## config.mk

```make
export PLATFORM = sky130hd
export DESIGN_NAME = bht_top
export DESIGN_NICKNAME = d
export VERILOG_FILES = /design/src/source/bht_pkg.sv /design/src/source/bht_top.sv /design/src/source/bht_resolve.sv /design/src/source/bht_alloc.sv /design/src/source/bht_way.sv
export SDC_FILE = /design/constraint.sdc
export NUM_CORES = 2
export LEC_CHECK = 0
export ABC_AREA = 0
export BUFFER_PORTS_ARGS = -buffer_cell sky130_fd_sc_hd__buf_2
export CAP_MARGIN = 30
export CORE_MARGIN = 8
export CORE_UTILIZATION = 64
export DETAILED_ROUTE_END_ITERATION = 8
export GPL_TIMING_DRIVEN = 0
export PLACE_DENSITY = 0.81
export SETUP_SLACK_MARGIN = 0.1
export SLEW_MARGIN = 20
export SYNTH_ARGS = -nofsm -noshare
export SYNTH_HDL_FRONTEND = slang
export SYNTH_HIERARCHICAL = 1
export SYNTH_SLANG_ARGS = --single-unit
```

## constraint.sdc

```tcl
create_clock -name CLK -period 6.05 [get_ports CLK]
set_input_delay 0.9075 -clock CLK [delete_from_list [all_inputs] [get_ports CLK]]
set_output_delay 0.9075 -clock CLK [all_outputs]
set_load 0.02 [all_outputs]
```

## src/source/bht_pkg.sv

```systemverilog
package bht_pkg;

	//////////////////////////////
	// pc and table geometry
	//////////////////////////////

	// program counter width
	localparam int pc_w = 10;

	// set index is pc[3:0], tag is pc[9:4]
	localparam int set_w = 4;
	localparam int tag_w = 6;

	// 16 sets of 4 ways
	localparam int n_sets = 16;
	localparam int n_ways = 4;

	// way index, also the width of a fifo pointer
	localparam int way_w = 2;

	//////////////////////////////
	// saturating counter
	//////////////////////////////

	localparam int ctr_w = 2;

	// conditional branches start weakly taken
	localparam logic [ctr_w-1:0] ctr_init_branch = 2'd2;
	// jumps always go, so start strongly taken
	localparam logic [ctr_w-1:0] ctr_init_jump = 2'd3;

	//////////////////////////////
	// execute stage encodings
	//////////////////////////////

	// one-hot branch opcode, msb is beq
	typedef enum logic [5:0] {
		bt_none = 6'b000000,
		bt_beq  = 6'b100000,
		bt_bne  = 6'b010000,
		bt_blt  = 6'b001000,
		bt_bge  = 6'b000100,
		bt_bltu = 6'b000010,
		bt_bgeu = 6'b000001
	} btype_t;

	// next pc fixup from execute
	// cni redirects to pc+4, pbt to the stored target
	typedef enum logic [1:0] {
		corr_none = 2'b00,
		corr_cni  = 2'b10,
		corr_pbt  = 2'b11
	} corr_t;

endpackage
```

## src/source/bht_top.sv

```systemverilog
`timescale 1ns/10ps

module bht_top import bht_pkg::*;
(
	input logic CLK,
	input logic rst,

	// fetch
	input logic [pc_w-1:0] if_pc,

	// decode
	input logic [pc_w-1:0] id_pc,
	input logic [pc_w-1:0] id_branchtarget,
	input logic id_is_jump,
	input logic id_is_btype,

	// execute
	input logic [pc_w-1:0] exe_pc,
	input logic exe_z,
	input logic exe_less,
	input btype_t exe_btype,

	// prediction to the pc mux
	output logic if_prediction,
	output logic [pc_w-1:0] if_pbt,

	// correction to the pc mux
	output corr_t exe_correction,
	output logic [pc_w-1:0] exe_pbt,
	output logic [pc_w-1:0] exe_cni,
	output logic flush
);

	//////////////////////////////
	// pc split
	//////////////////////////////

	logic [set_w-1:0] if_set;
	logic [set_w-1:0] id_set;
	logic [set_w-1:0] exe_set;
	logic [tag_w-1:0] if_tag;
	logic [tag_w-1:0] id_tag;
	logic [tag_w-1:0] exe_tag;

	assign if_set = if_pc[set_w-1:0];
	assign if_tag = if_pc[pc_w-1:set_w];
	assign id_set = id_pc[set_w-1:0];
	assign id_tag = id_pc[pc_w-1:set_w];
	assign exe_set = exe_pc[set_w-1:0];
	assign exe_tag = exe_pc[pc_w-1:set_w];

	// way outputs, one slice per way
	logic [n_ways-1:0] if_hit;
	logic [n_ways-1:0] id_hit;
	logic [n_ways-1:0] exe_hit;
	logic [n_ways-1:0][pc_w-1:0] if_target;
	logic [n_ways-1:0][pc_w-1:0] exe_target;
	logic [n_ways-1:0][ctr_w-1:0] if_ctr;
	logic [n_ways-1:0][ctr_w-1:0] exe_ctr;

	// allocation bus
	logic [n_ways-1:0] alloc_we;
	logic [set_w-1:0] alloc_set;
	logic [tag_w-1:0] alloc_tag;
	logic [pc_w-1:0] alloc_target;
	logic [ctr_w-1:0] alloc_ctr;

	// update bus
	logic [n_ways-1:0] upd_we;
	logic [set_w-1:0] upd_set;
	logic [ctr_w-1:0] upd_ctr;

	//////////////////////////////
	// decode allocator
	//////////////////////////////

	bht_alloc u_alloc (
		.CLK(CLK),
		.rst(rst),
		.id_pc(id_pc),
		.id_branchtarget(id_branchtarget),
		.id_is_jump(id_is_jump),
		.id_is_btype(id_is_btype),
		.id_hit(id_hit),
		.upd_we(upd_we),
		.upd_set(upd_set),
		.alloc_we(alloc_we),
		.alloc_set(alloc_set),
		.alloc_tag(alloc_tag),
		.alloc_target(alloc_target),
		.alloc_ctr(alloc_ctr)
	);

	//////////////////////////////
	// the four ways
	//////////////////////////////

	for (genvar w = 0; w < n_ways; w++)
	begin : g_way
		bht_way u_way (
			.CLK(CLK),
			.rst(rst),
			.if_set(if_set),
			.id_set(id_set),
			.exe_set(exe_set),
			.upd_set(upd_set),
			.alloc_set(alloc_set),
			.if_tag(if_tag),
			.id_tag(id_tag),
			.exe_tag(exe_tag),
			.alloc_tag(alloc_tag),
			.alloc_target(alloc_target),
			.alloc_ctr(alloc_ctr),
			.upd_ctr(upd_ctr),
			.alloc_we(alloc_we[w]),
			.upd_we(upd_we[w]),
			.if_hit(if_hit[w]),
			.id_hit(id_hit[w]),
			.exe_hit(exe_hit[w]),
			.if_target(if_target[w]),
			.exe_target(exe_target[w]),
			.if_ctr(if_ctr[w]),
			.exe_ctr(exe_ctr[w])
		);
	end

	//////////////////////////////
	// hit muxes and execute
	//////////////////////////////

	bht_resolve u_resolve (
		.CLK(CLK),
		.rst(rst),
		.if_hit(if_hit),
		.exe_hit(exe_hit),
		.if_target(if_target),
		.exe_target(exe_target),
		.if_ctr(if_ctr),
		.exe_ctr(exe_ctr),
		.exe_pc(exe_pc),
		.exe_z(exe_z),
		.exe_less(exe_less),
		.exe_btype(exe_btype),
		.if_prediction(if_prediction),
		.if_pbt(if_pbt),
		.exe_pbt(exe_pbt),
		.exe_cni(exe_cni),
		.exe_correction(exe_correction),
		.flush(flush),
		.upd_we(upd_we),
		.upd_set(upd_set),
		.upd_ctr(upd_ctr)
	);

endmodule

```

## src/source/bht_resolve.sv

```systemverilog
`timescale 1ns/10ps

module bht_resolve import bht_pkg::*;
(
	// clock and reset for the checks only
	input logic CLK,
	input logic rst,

	// per way lookup results
	input logic [n_ways-1:0] if_hit,
	input logic [n_ways-1:0] exe_hit,
	input logic [n_ways-1:0][pc_w-1:0] if_target,
	input logic [n_ways-1:0][pc_w-1:0] exe_target,
	input logic [n_ways-1:0][ctr_w-1:0] if_ctr,
	input logic [n_ways-1:0][ctr_w-1:0] exe_ctr,

	// execute stage branch
	input logic [pc_w-1:0] exe_pc,
	input logic exe_z,
	input logic exe_less,
	input btype_t exe_btype,

	// fetch prediction
	output logic if_prediction,
	output logic [pc_w-1:0] if_pbt,

	// execute fixup
	output logic [pc_w-1:0] exe_pbt,
	output logic [pc_w-1:0] exe_cni,
	output corr_t exe_correction,
	output logic flush,

	// counter write back
	output logic [n_ways-1:0] upd_we,
	output logic [set_w-1:0] upd_set,
	output logic [ctr_w-1:0] upd_ctr
);

	logic [ctr_w-1:0] if_sel_ctr;
	logic [ctr_w-1:0] exe_sel_ctr;
	logic taken;
	logic active;
	logic mispredict;

	//////////////////////////////
	// fetch
	//////////////////////////////

	// or-mux of the hitting way, zero on a miss
	always_comb
	begin
		if_pbt = '0;
		if_sel_ctr = '0;
		for (int w = 0; w < n_ways; w++)
		begin
			if (if_hit[w])
			begin
				if_pbt = if_target[w];
				if_sel_ctr = if_ctr[w];
			end
		end
	end

	// counter msb is the taken prediction
	assign if_prediction = if_sel_ctr[ctr_w-1];

	//////////////////////////////
	// execute
	//////////////////////////////

	always_comb
	begin
		exe_pbt = '0;
		exe_sel_ctr = '0;
		for (int w = 0; w < n_ways; w++)
		begin
			if (exe_hit[w])
			begin
				exe_pbt = exe_target[w];
				exe_sel_ctr = exe_ctr[w];
			end
		end
	end

	// branch outcome from the alu flags
	always_comb
	begin
		case (exe_btype)
			bt_beq: taken = exe_z;
			bt_bne: taken = !exe_z;
			bt_blt, bt_bltu: taken = exe_less;
			bt_bge, bt_bgeu: taken = !exe_less;
			default: taken = 1'b0;
		endcase
	end

	// misses at execute are left alone
	assign active = (|exe_hit) && (exe_btype != bt_none);
	assign mispredict = active && (exe_sel_ctr[ctr_w-1] != taken);

	// fall through address
	assign exe_cni = exe_pc + pc_w'(4);

	assign exe_correction = !mispredict ? corr_none : (taken ? corr_pbt : corr_cni);
	assign flush = (exe_correction != corr_none);

	//////////////////////////////
	// counter update
	//////////////////////////////

	assign upd_we = active ? exe_hit : '0;
	assign upd_set = exe_pc[set_w-1:0];

	// saturate at 3 going up and at 0 going down
	always_comb
	begin
		if (taken)
		begin
			upd_ctr = (&exe_sel_ctr) ? exe_sel_ctr : exe_sel_ctr + ctr_w'(1);
		end
		else
		begin
			upd_ctr = (~|exe_sel_ctr) ? exe_sel_ctr : exe_sel_ctr - ctr_w'(1);
		end
	end

	// a tag lives in at most one way of its set
	a_if_hit_onehot: assert property (@(posedge CLK) disable iff (rst)
		$onehot0(if_hit));
	a_exe_hit_onehot: assert property (@(posedge CLK) disable iff (rst)
		$onehot0(exe_hit));
	// decoder hands over at most one branch opcode
	a_btype_onehot: assert property (@(posedge CLK) disable iff (rst)
		$onehot0(exe_btype));

endmodule

```

## src/source/bht_alloc.sv

```systemverilog
`timescale 1ns/10ps

module bht_alloc import bht_pkg::*;
(
	input logic CLK,
	input logic rst,

	// decode stage instruction
	input logic [pc_w-1:0] id_pc,
	input logic [pc_w-1:0] id_branchtarget,
	input logic id_is_jump,
	input logic id_is_btype,

	// per way hit at decode
	input logic [n_ways-1:0] id_hit,

	// execute side writes, which can displace an allocation
	input logic [n_ways-1:0] upd_we,
	input logic [set_w-1:0] upd_set,

	// write to the ways
	output logic [n_ways-1:0] alloc_we,
	output logic [set_w-1:0] alloc_set,
	output logic [tag_w-1:0] alloc_tag,
	output logic [pc_w-1:0] alloc_target,
	output logic [ctr_w-1:0] alloc_ctr
);

	//////////////////////////////
	// fifo replacement pointers
	//////////////////////////////

	// one pointer per set, names the oldest way
	logic [way_w-1:0] fifo_ptr [n_sets];
	logic [way_w-1:0] cur_ptr;

	// decode wants an entry
	logic alloc_req;
	// counter update took the same way and set this cycle
	logic displaced;

	//////////////////////////////
	// entry fields
	//////////////////////////////

	assign alloc_set = id_pc[set_w-1:0];
	assign alloc_tag = id_pc[pc_w-1:set_w];
	assign alloc_target = id_branchtarget;

	// jumps start strongly taken
	assign alloc_ctr = id_is_jump ? ctr_init_jump : ctr_init_branch;

	// only control transfers that are not yet in the table
	assign alloc_req = (id_is_jump || id_is_btype) && !(|id_hit);

	assign cur_ptr = fifo_ptr[alloc_set];

	// decode pointer into a one-hot way enable
	always_comb
	begin
		alloc_we = '0;
		if (alloc_req)
		begin
			alloc_we[cur_ptr] = 1'b1;
		end
	end

	// same rule the way uses to drop a write
	assign displaced = (|(alloc_we & upd_we)) && (upd_set == alloc_set);

	//////////////////////////////
	// pointer advance
	//////////////////////////////

	always_ff @(posedge CLK)
	begin
		if (rst)
		begin
			for (int s = 0; s < n_sets; s++)
			begin
				fifo_ptr[s] <= '0;
			end
		end
		else if (alloc_req && !displaced)
		begin
			// wraps 3 -> 0
			fifo_ptr[alloc_set] <= cur_ptr + way_w'(1);
		end
	end

	// never write two ways for one branch
	a_alloc_onehot: assert property (@(posedge CLK) disable iff (rst)
		$onehot0(alloc_we));

endmodule

```

## src/source/bht_way.sv

```systemverilog
`timescale 1ns/10ps

module bht_way import bht_pkg::*;
(
	input logic CLK,
	input logic rst,

	// set indices of the three lookups and both writers
	input logic [set_w-1:0] if_set,
	input logic [set_w-1:0] id_set,
	input logic [set_w-1:0] exe_set,
	input logic [set_w-1:0] upd_set,
	input logic [set_w-1:0] alloc_set,

	// tags to compare against
	input logic [tag_w-1:0] if_tag,
	input logic [tag_w-1:0] id_tag,
	input logic [tag_w-1:0] exe_tag,
	input logic [tag_w-1:0] alloc_tag,

	// new entry payload from decode
	input logic [pc_w-1:0] alloc_target,
	input logic [ctr_w-1:0] alloc_ctr,
	input logic [ctr_w-1:0] upd_ctr,
	input logic alloc_we,
	input logic upd_we,

	// lookup results
	output logic if_hit,
	output logic id_hit,
	output logic exe_hit,
	output logic [pc_w-1:0] if_target,
	output logic [pc_w-1:0] exe_target,
	output logic [ctr_w-1:0] if_ctr,
	output logic [ctr_w-1:0] exe_ctr
);

	//////////////////////////////
	// entry storage
	//////////////////////////////

	// valid bits are control state, the rest is payload
	logic [n_sets-1:0] valid;
	logic [tag_w-1:0] tag_mem [n_sets];
	logic [pc_w-1:0] target_mem [n_sets];
	logic [ctr_w-1:0] ctr_mem [n_sets];

	// allocation survives only if no counter update hits the same set
	logic alloc_go;

	assign alloc_go = alloc_we && !(upd_we && (upd_set == alloc_set));

	//////////////////////////////
	// read ports
	//////////////////////////////

	// tag compare, qualified by valid
	assign if_hit = valid[if_set] && (tag_mem[if_set] == if_tag);
	assign id_hit = valid[id_set] && (tag_mem[id_set] == id_tag);
	assign exe_hit = valid[exe_set] && (tag_mem[exe_set] == exe_tag);

	// raw data, the resolver picks by hit
	assign if_target = target_mem[if_set];
	assign if_ctr = ctr_mem[if_set];
	assign exe_target = target_mem[exe_set];
	assign exe_ctr = ctr_mem[exe_set];

	//////////////////////////////
	// write port
	//////////////////////////////

	always_ff @(posedge CLK)
	begin
		if (rst)
		begin
			valid <= '0;
		end
		else if (alloc_go)
		begin
			valid[alloc_set] <= 1'b1;
		end
	end

	always_ff @(posedge CLK)
	begin
		// whole entry on allocation
		if (alloc_go)
		begin
			tag_mem[alloc_set] <= alloc_tag;
			target_mem[alloc_set] <= alloc_target;
			ctr_mem[alloc_set] <= alloc_ctr;
		end
		// counter only on update
		if (upd_we)
		begin
			ctr_mem[upd_set] <= upd_ctr;
		end
	end

	// resolver only updates entries that hit at execute
	a_upd_valid: assert property (@(posedge CLK) disable iff (rst)
		upd_we |-> valid[upd_set]);

endmodule

```

==> results_dict.tcl <==
set metrics [dict create \
    cap_viol_max_count 0 \
    p_sw_share_pct 24.69 \
    die_w_um 339.7 \
    vias 44720 \
    yosysWarnings 6 \
    layout_commonest_cell "edfxtp_1" \
    crit_fanout 16 \
    period_needed_ns 6.063 \
    pin_count 86 \
    core_sq_um 103800 \
    wl_met2_um 99310 \
    cts_tree "done" \
    cts_buffers 133 \
    path_clk_slew_ns 0.06 \
    critPathLaunchType "primary input" \
    worstReg2RegStart "g_way[1].u_way/tag_mem[14][3]" \
    worstMarginPinSlew_ns 1.358 \
    min_from "g_way[0].u_way/valid[7]" \
    top_layer "met5" \
    comb_power_share_pct 11.1 \
    internal_power_mw 14.87 \
    finalSetupViolCount 9 \
    hold_depth 2 \
    ir_drop_v 0.0002057 \
    slew_violations 0 \
    grt_max_degree 65 \
    place_congestion 1.056 \
    met1_length_um 70550 \
    instances_no_fill 5763 \
    final_util_pct 72.15 \
    outcome "finished with violations" \
    slew_headroom_pct 9.477 \
    p_switching_mw 4.876 \
    ant_nets 0 \
    power_density_nw_per_um2 263.7 \
    dp.cells 5495 \
    clkLatencyLatePin_ns 0.78 \
    dp_hpwl_um 146600 \
    die_h_um 339.7 \
    critPathKind "primary input to flip-flop" \
    drt_first_pass_iters 6 \
    antenna_found_initial 10 \
    postLayoutSetupSlackWorst_ns -0.01302 \
    multi_input_area_sq_um 28180 \
    holdPathEnd "g_way[0].u_way/valid[7]" \
    syn-cell-area_sq_um 67060 \
    leakagePower_nw 25.12 \
    wl_met3_um 38420 \
    die_area_sq_um 115400 \
    seq_area_sq_um 36840 \
    grt_pass1_wl_um 315300 \
    rsz0062_at_grt "false" \
    violations "negative setup slack" \
    row_count 118 \
    r2r_cells 13 \
    numPortBuffers 66 \
    finalCritPeriodShare_pct 100.2 \
    n_fill_cell 6144 \
    nets 4318 \
    viasPerCell 7.761 \
    cts_max_level 4 \
    grt_pass1_vias 44220 \
    cts_hold_buf 0 \
    hold_slack_ns 0.4841 \
    cts_buffer_depth 3 \
    crit_required_ns 6.44 \
    endpoint_kind "flip-flop" \
    syn_nets 4059 \
    cts.sinks 1248 \
    wire_per_inst_um 38.97 \
    synth_area_per_cell_sq_um 16.76 \
    overflow 0 \
    cts_root_buffer "clkbuf_16" \
    drc_errors 0 \
    synthCells 4002 \
    p_clk_share_pct 40.4 \
    arrival_ns 6.45 \
    fmax_mhz 164.9 \
    wl_um 224600 \
    min_path_type "flip-flop to flip-flop" \
    synthToLayoutAreaGrowth_pct 11.66 \
    drt_iter0_drc 7602 \
    final_layout_size_suffix_gt1_share_pct 34.65 \
    final.setup_skew_ns 0.02989 \
    seqPwrFrac_pct 48.5 \
    grt_usage_pct 38.14 \
    start_util_pct 64.61 \
    hold_viol 0 \
    regToRegEndpoint "g_way[1].u_way/tag_mem[3][4]" \
    reg2reg_slack_ns 0.68 \
    final_cell_mix "edfxtp_1, mux4_2, mux2i_1" \
]
==> registers in the layout, indices dropped and copies added, names as in the netlist <==
signal                  cells
u_alloc/fifo_ptr           32
g_way.u_way/ctr_mem       128
g_way.u_way/valid          64
g_way.u_way/target_mem    640
g_way.u_way/tag_mem       384
==> final cells by class <==
cell class                 instances  share of cell area (%)
sequential                      1248                   49.19
tap                             1380                   2.306
clock inverter                    82                  0.9791
timing repair buffer             124                   2.010
multi-input combinational       2341                   37.63
inverter                          95                  0.5514
buffer                           318                   2.635
clock buffer                     162                   4.657
antenna                           13                 0.04344
==> stage by stage <==
stage / total power [mW] / worst slack, ns / area, sq um / setup TNS, ns
2_1_floorplan: 11.12 / 1.166 / 67060 / 0
3_3_place_gp: 11.76 / -1.837 / 69120 / -915.79
3_5_place_dp: 11.83 / -1.198 / 70170 / -616.63
4_1_cts: 19.66 / 0.09813 / 74570 / 0
5_1_grt: 20.10 / 0.1023 / 74870 / 0
6_report: 19.75 / -0.01302 / 74880 / -0.05923
==> worst max-delay path by stage <==
stage	from	endpoint	slack [ns]	depth (start not counted)
2_1_floorplan	id_pc[0]	g_way[3].u_way/tag_mem[15][0]	1.17	12
3_3_place_gp	exe_pc[2]	g_way[0].u_way/ctr_mem[13][1]	-1.84	17
3_5_place_dp	id_pc[1]	g_way[1].u_way/tag_mem[3][4]	-1.20	15
4_1_cts	exe_pc[2]	exe_correction[1]	0.1	16
5_1_grt	id_pc[0]	g_way[1].u_way/target_mem[14][8]	0.10	15
6_report	id_pc[1]	g_way[1].u_way/tag_mem[3][4]	-0.01	15
==> worst max-delay path, cell delays in order <==
cell	delay, ns
clkbuf_4	0.50
buf_4	0.33
buf_2	0.36
mux4_2	0.38
mux4_2	0.48
xnor2_1	0.14
nand3_1	0.14
a211oi_2	0.14
or4_4	0.70
nor2_4	0.22
and2_1	0.38
o41ai_1	0.27
nor3_2	0.57
nand3_1	0.35
clkinvlp_4	0.55
==> power by group through the flow <==
stage / clock network (mW) / logic (mW) / registers, mW
floorplan: 0 / 1.39 / 9.74
global placement: 0 / 2.01 / 9.75
detailed placement: 0 / 2.07 / 9.76
CTS: 7.98 / 2.10 / 9.58
global route: 8.27 / 2.25 / 9.58
finish: 7.97 / 2.20 / 9.58
==> routing by layer <==
| metal | GRT usage [%] | vias to the layer above |
|---|---|---|
| met3 | 16.16 | 1008 |
| met2 | 56.20 | 4586 |
| met4 | 22.44 | 12 |
| li1 | - | 16930 |
| met1 | 47.32 | 22190 |
| met5 | 0.08330 | - |
==> what timing repair did <==
action | 4_1_cts | 5_1_grt
pin swaps | 1 | 5
endpoints found under the setup margin | 328 | 711
resized for setup | 45 | 36
setup buffers | 0 | 5
(Power assumes the default switching activity.)
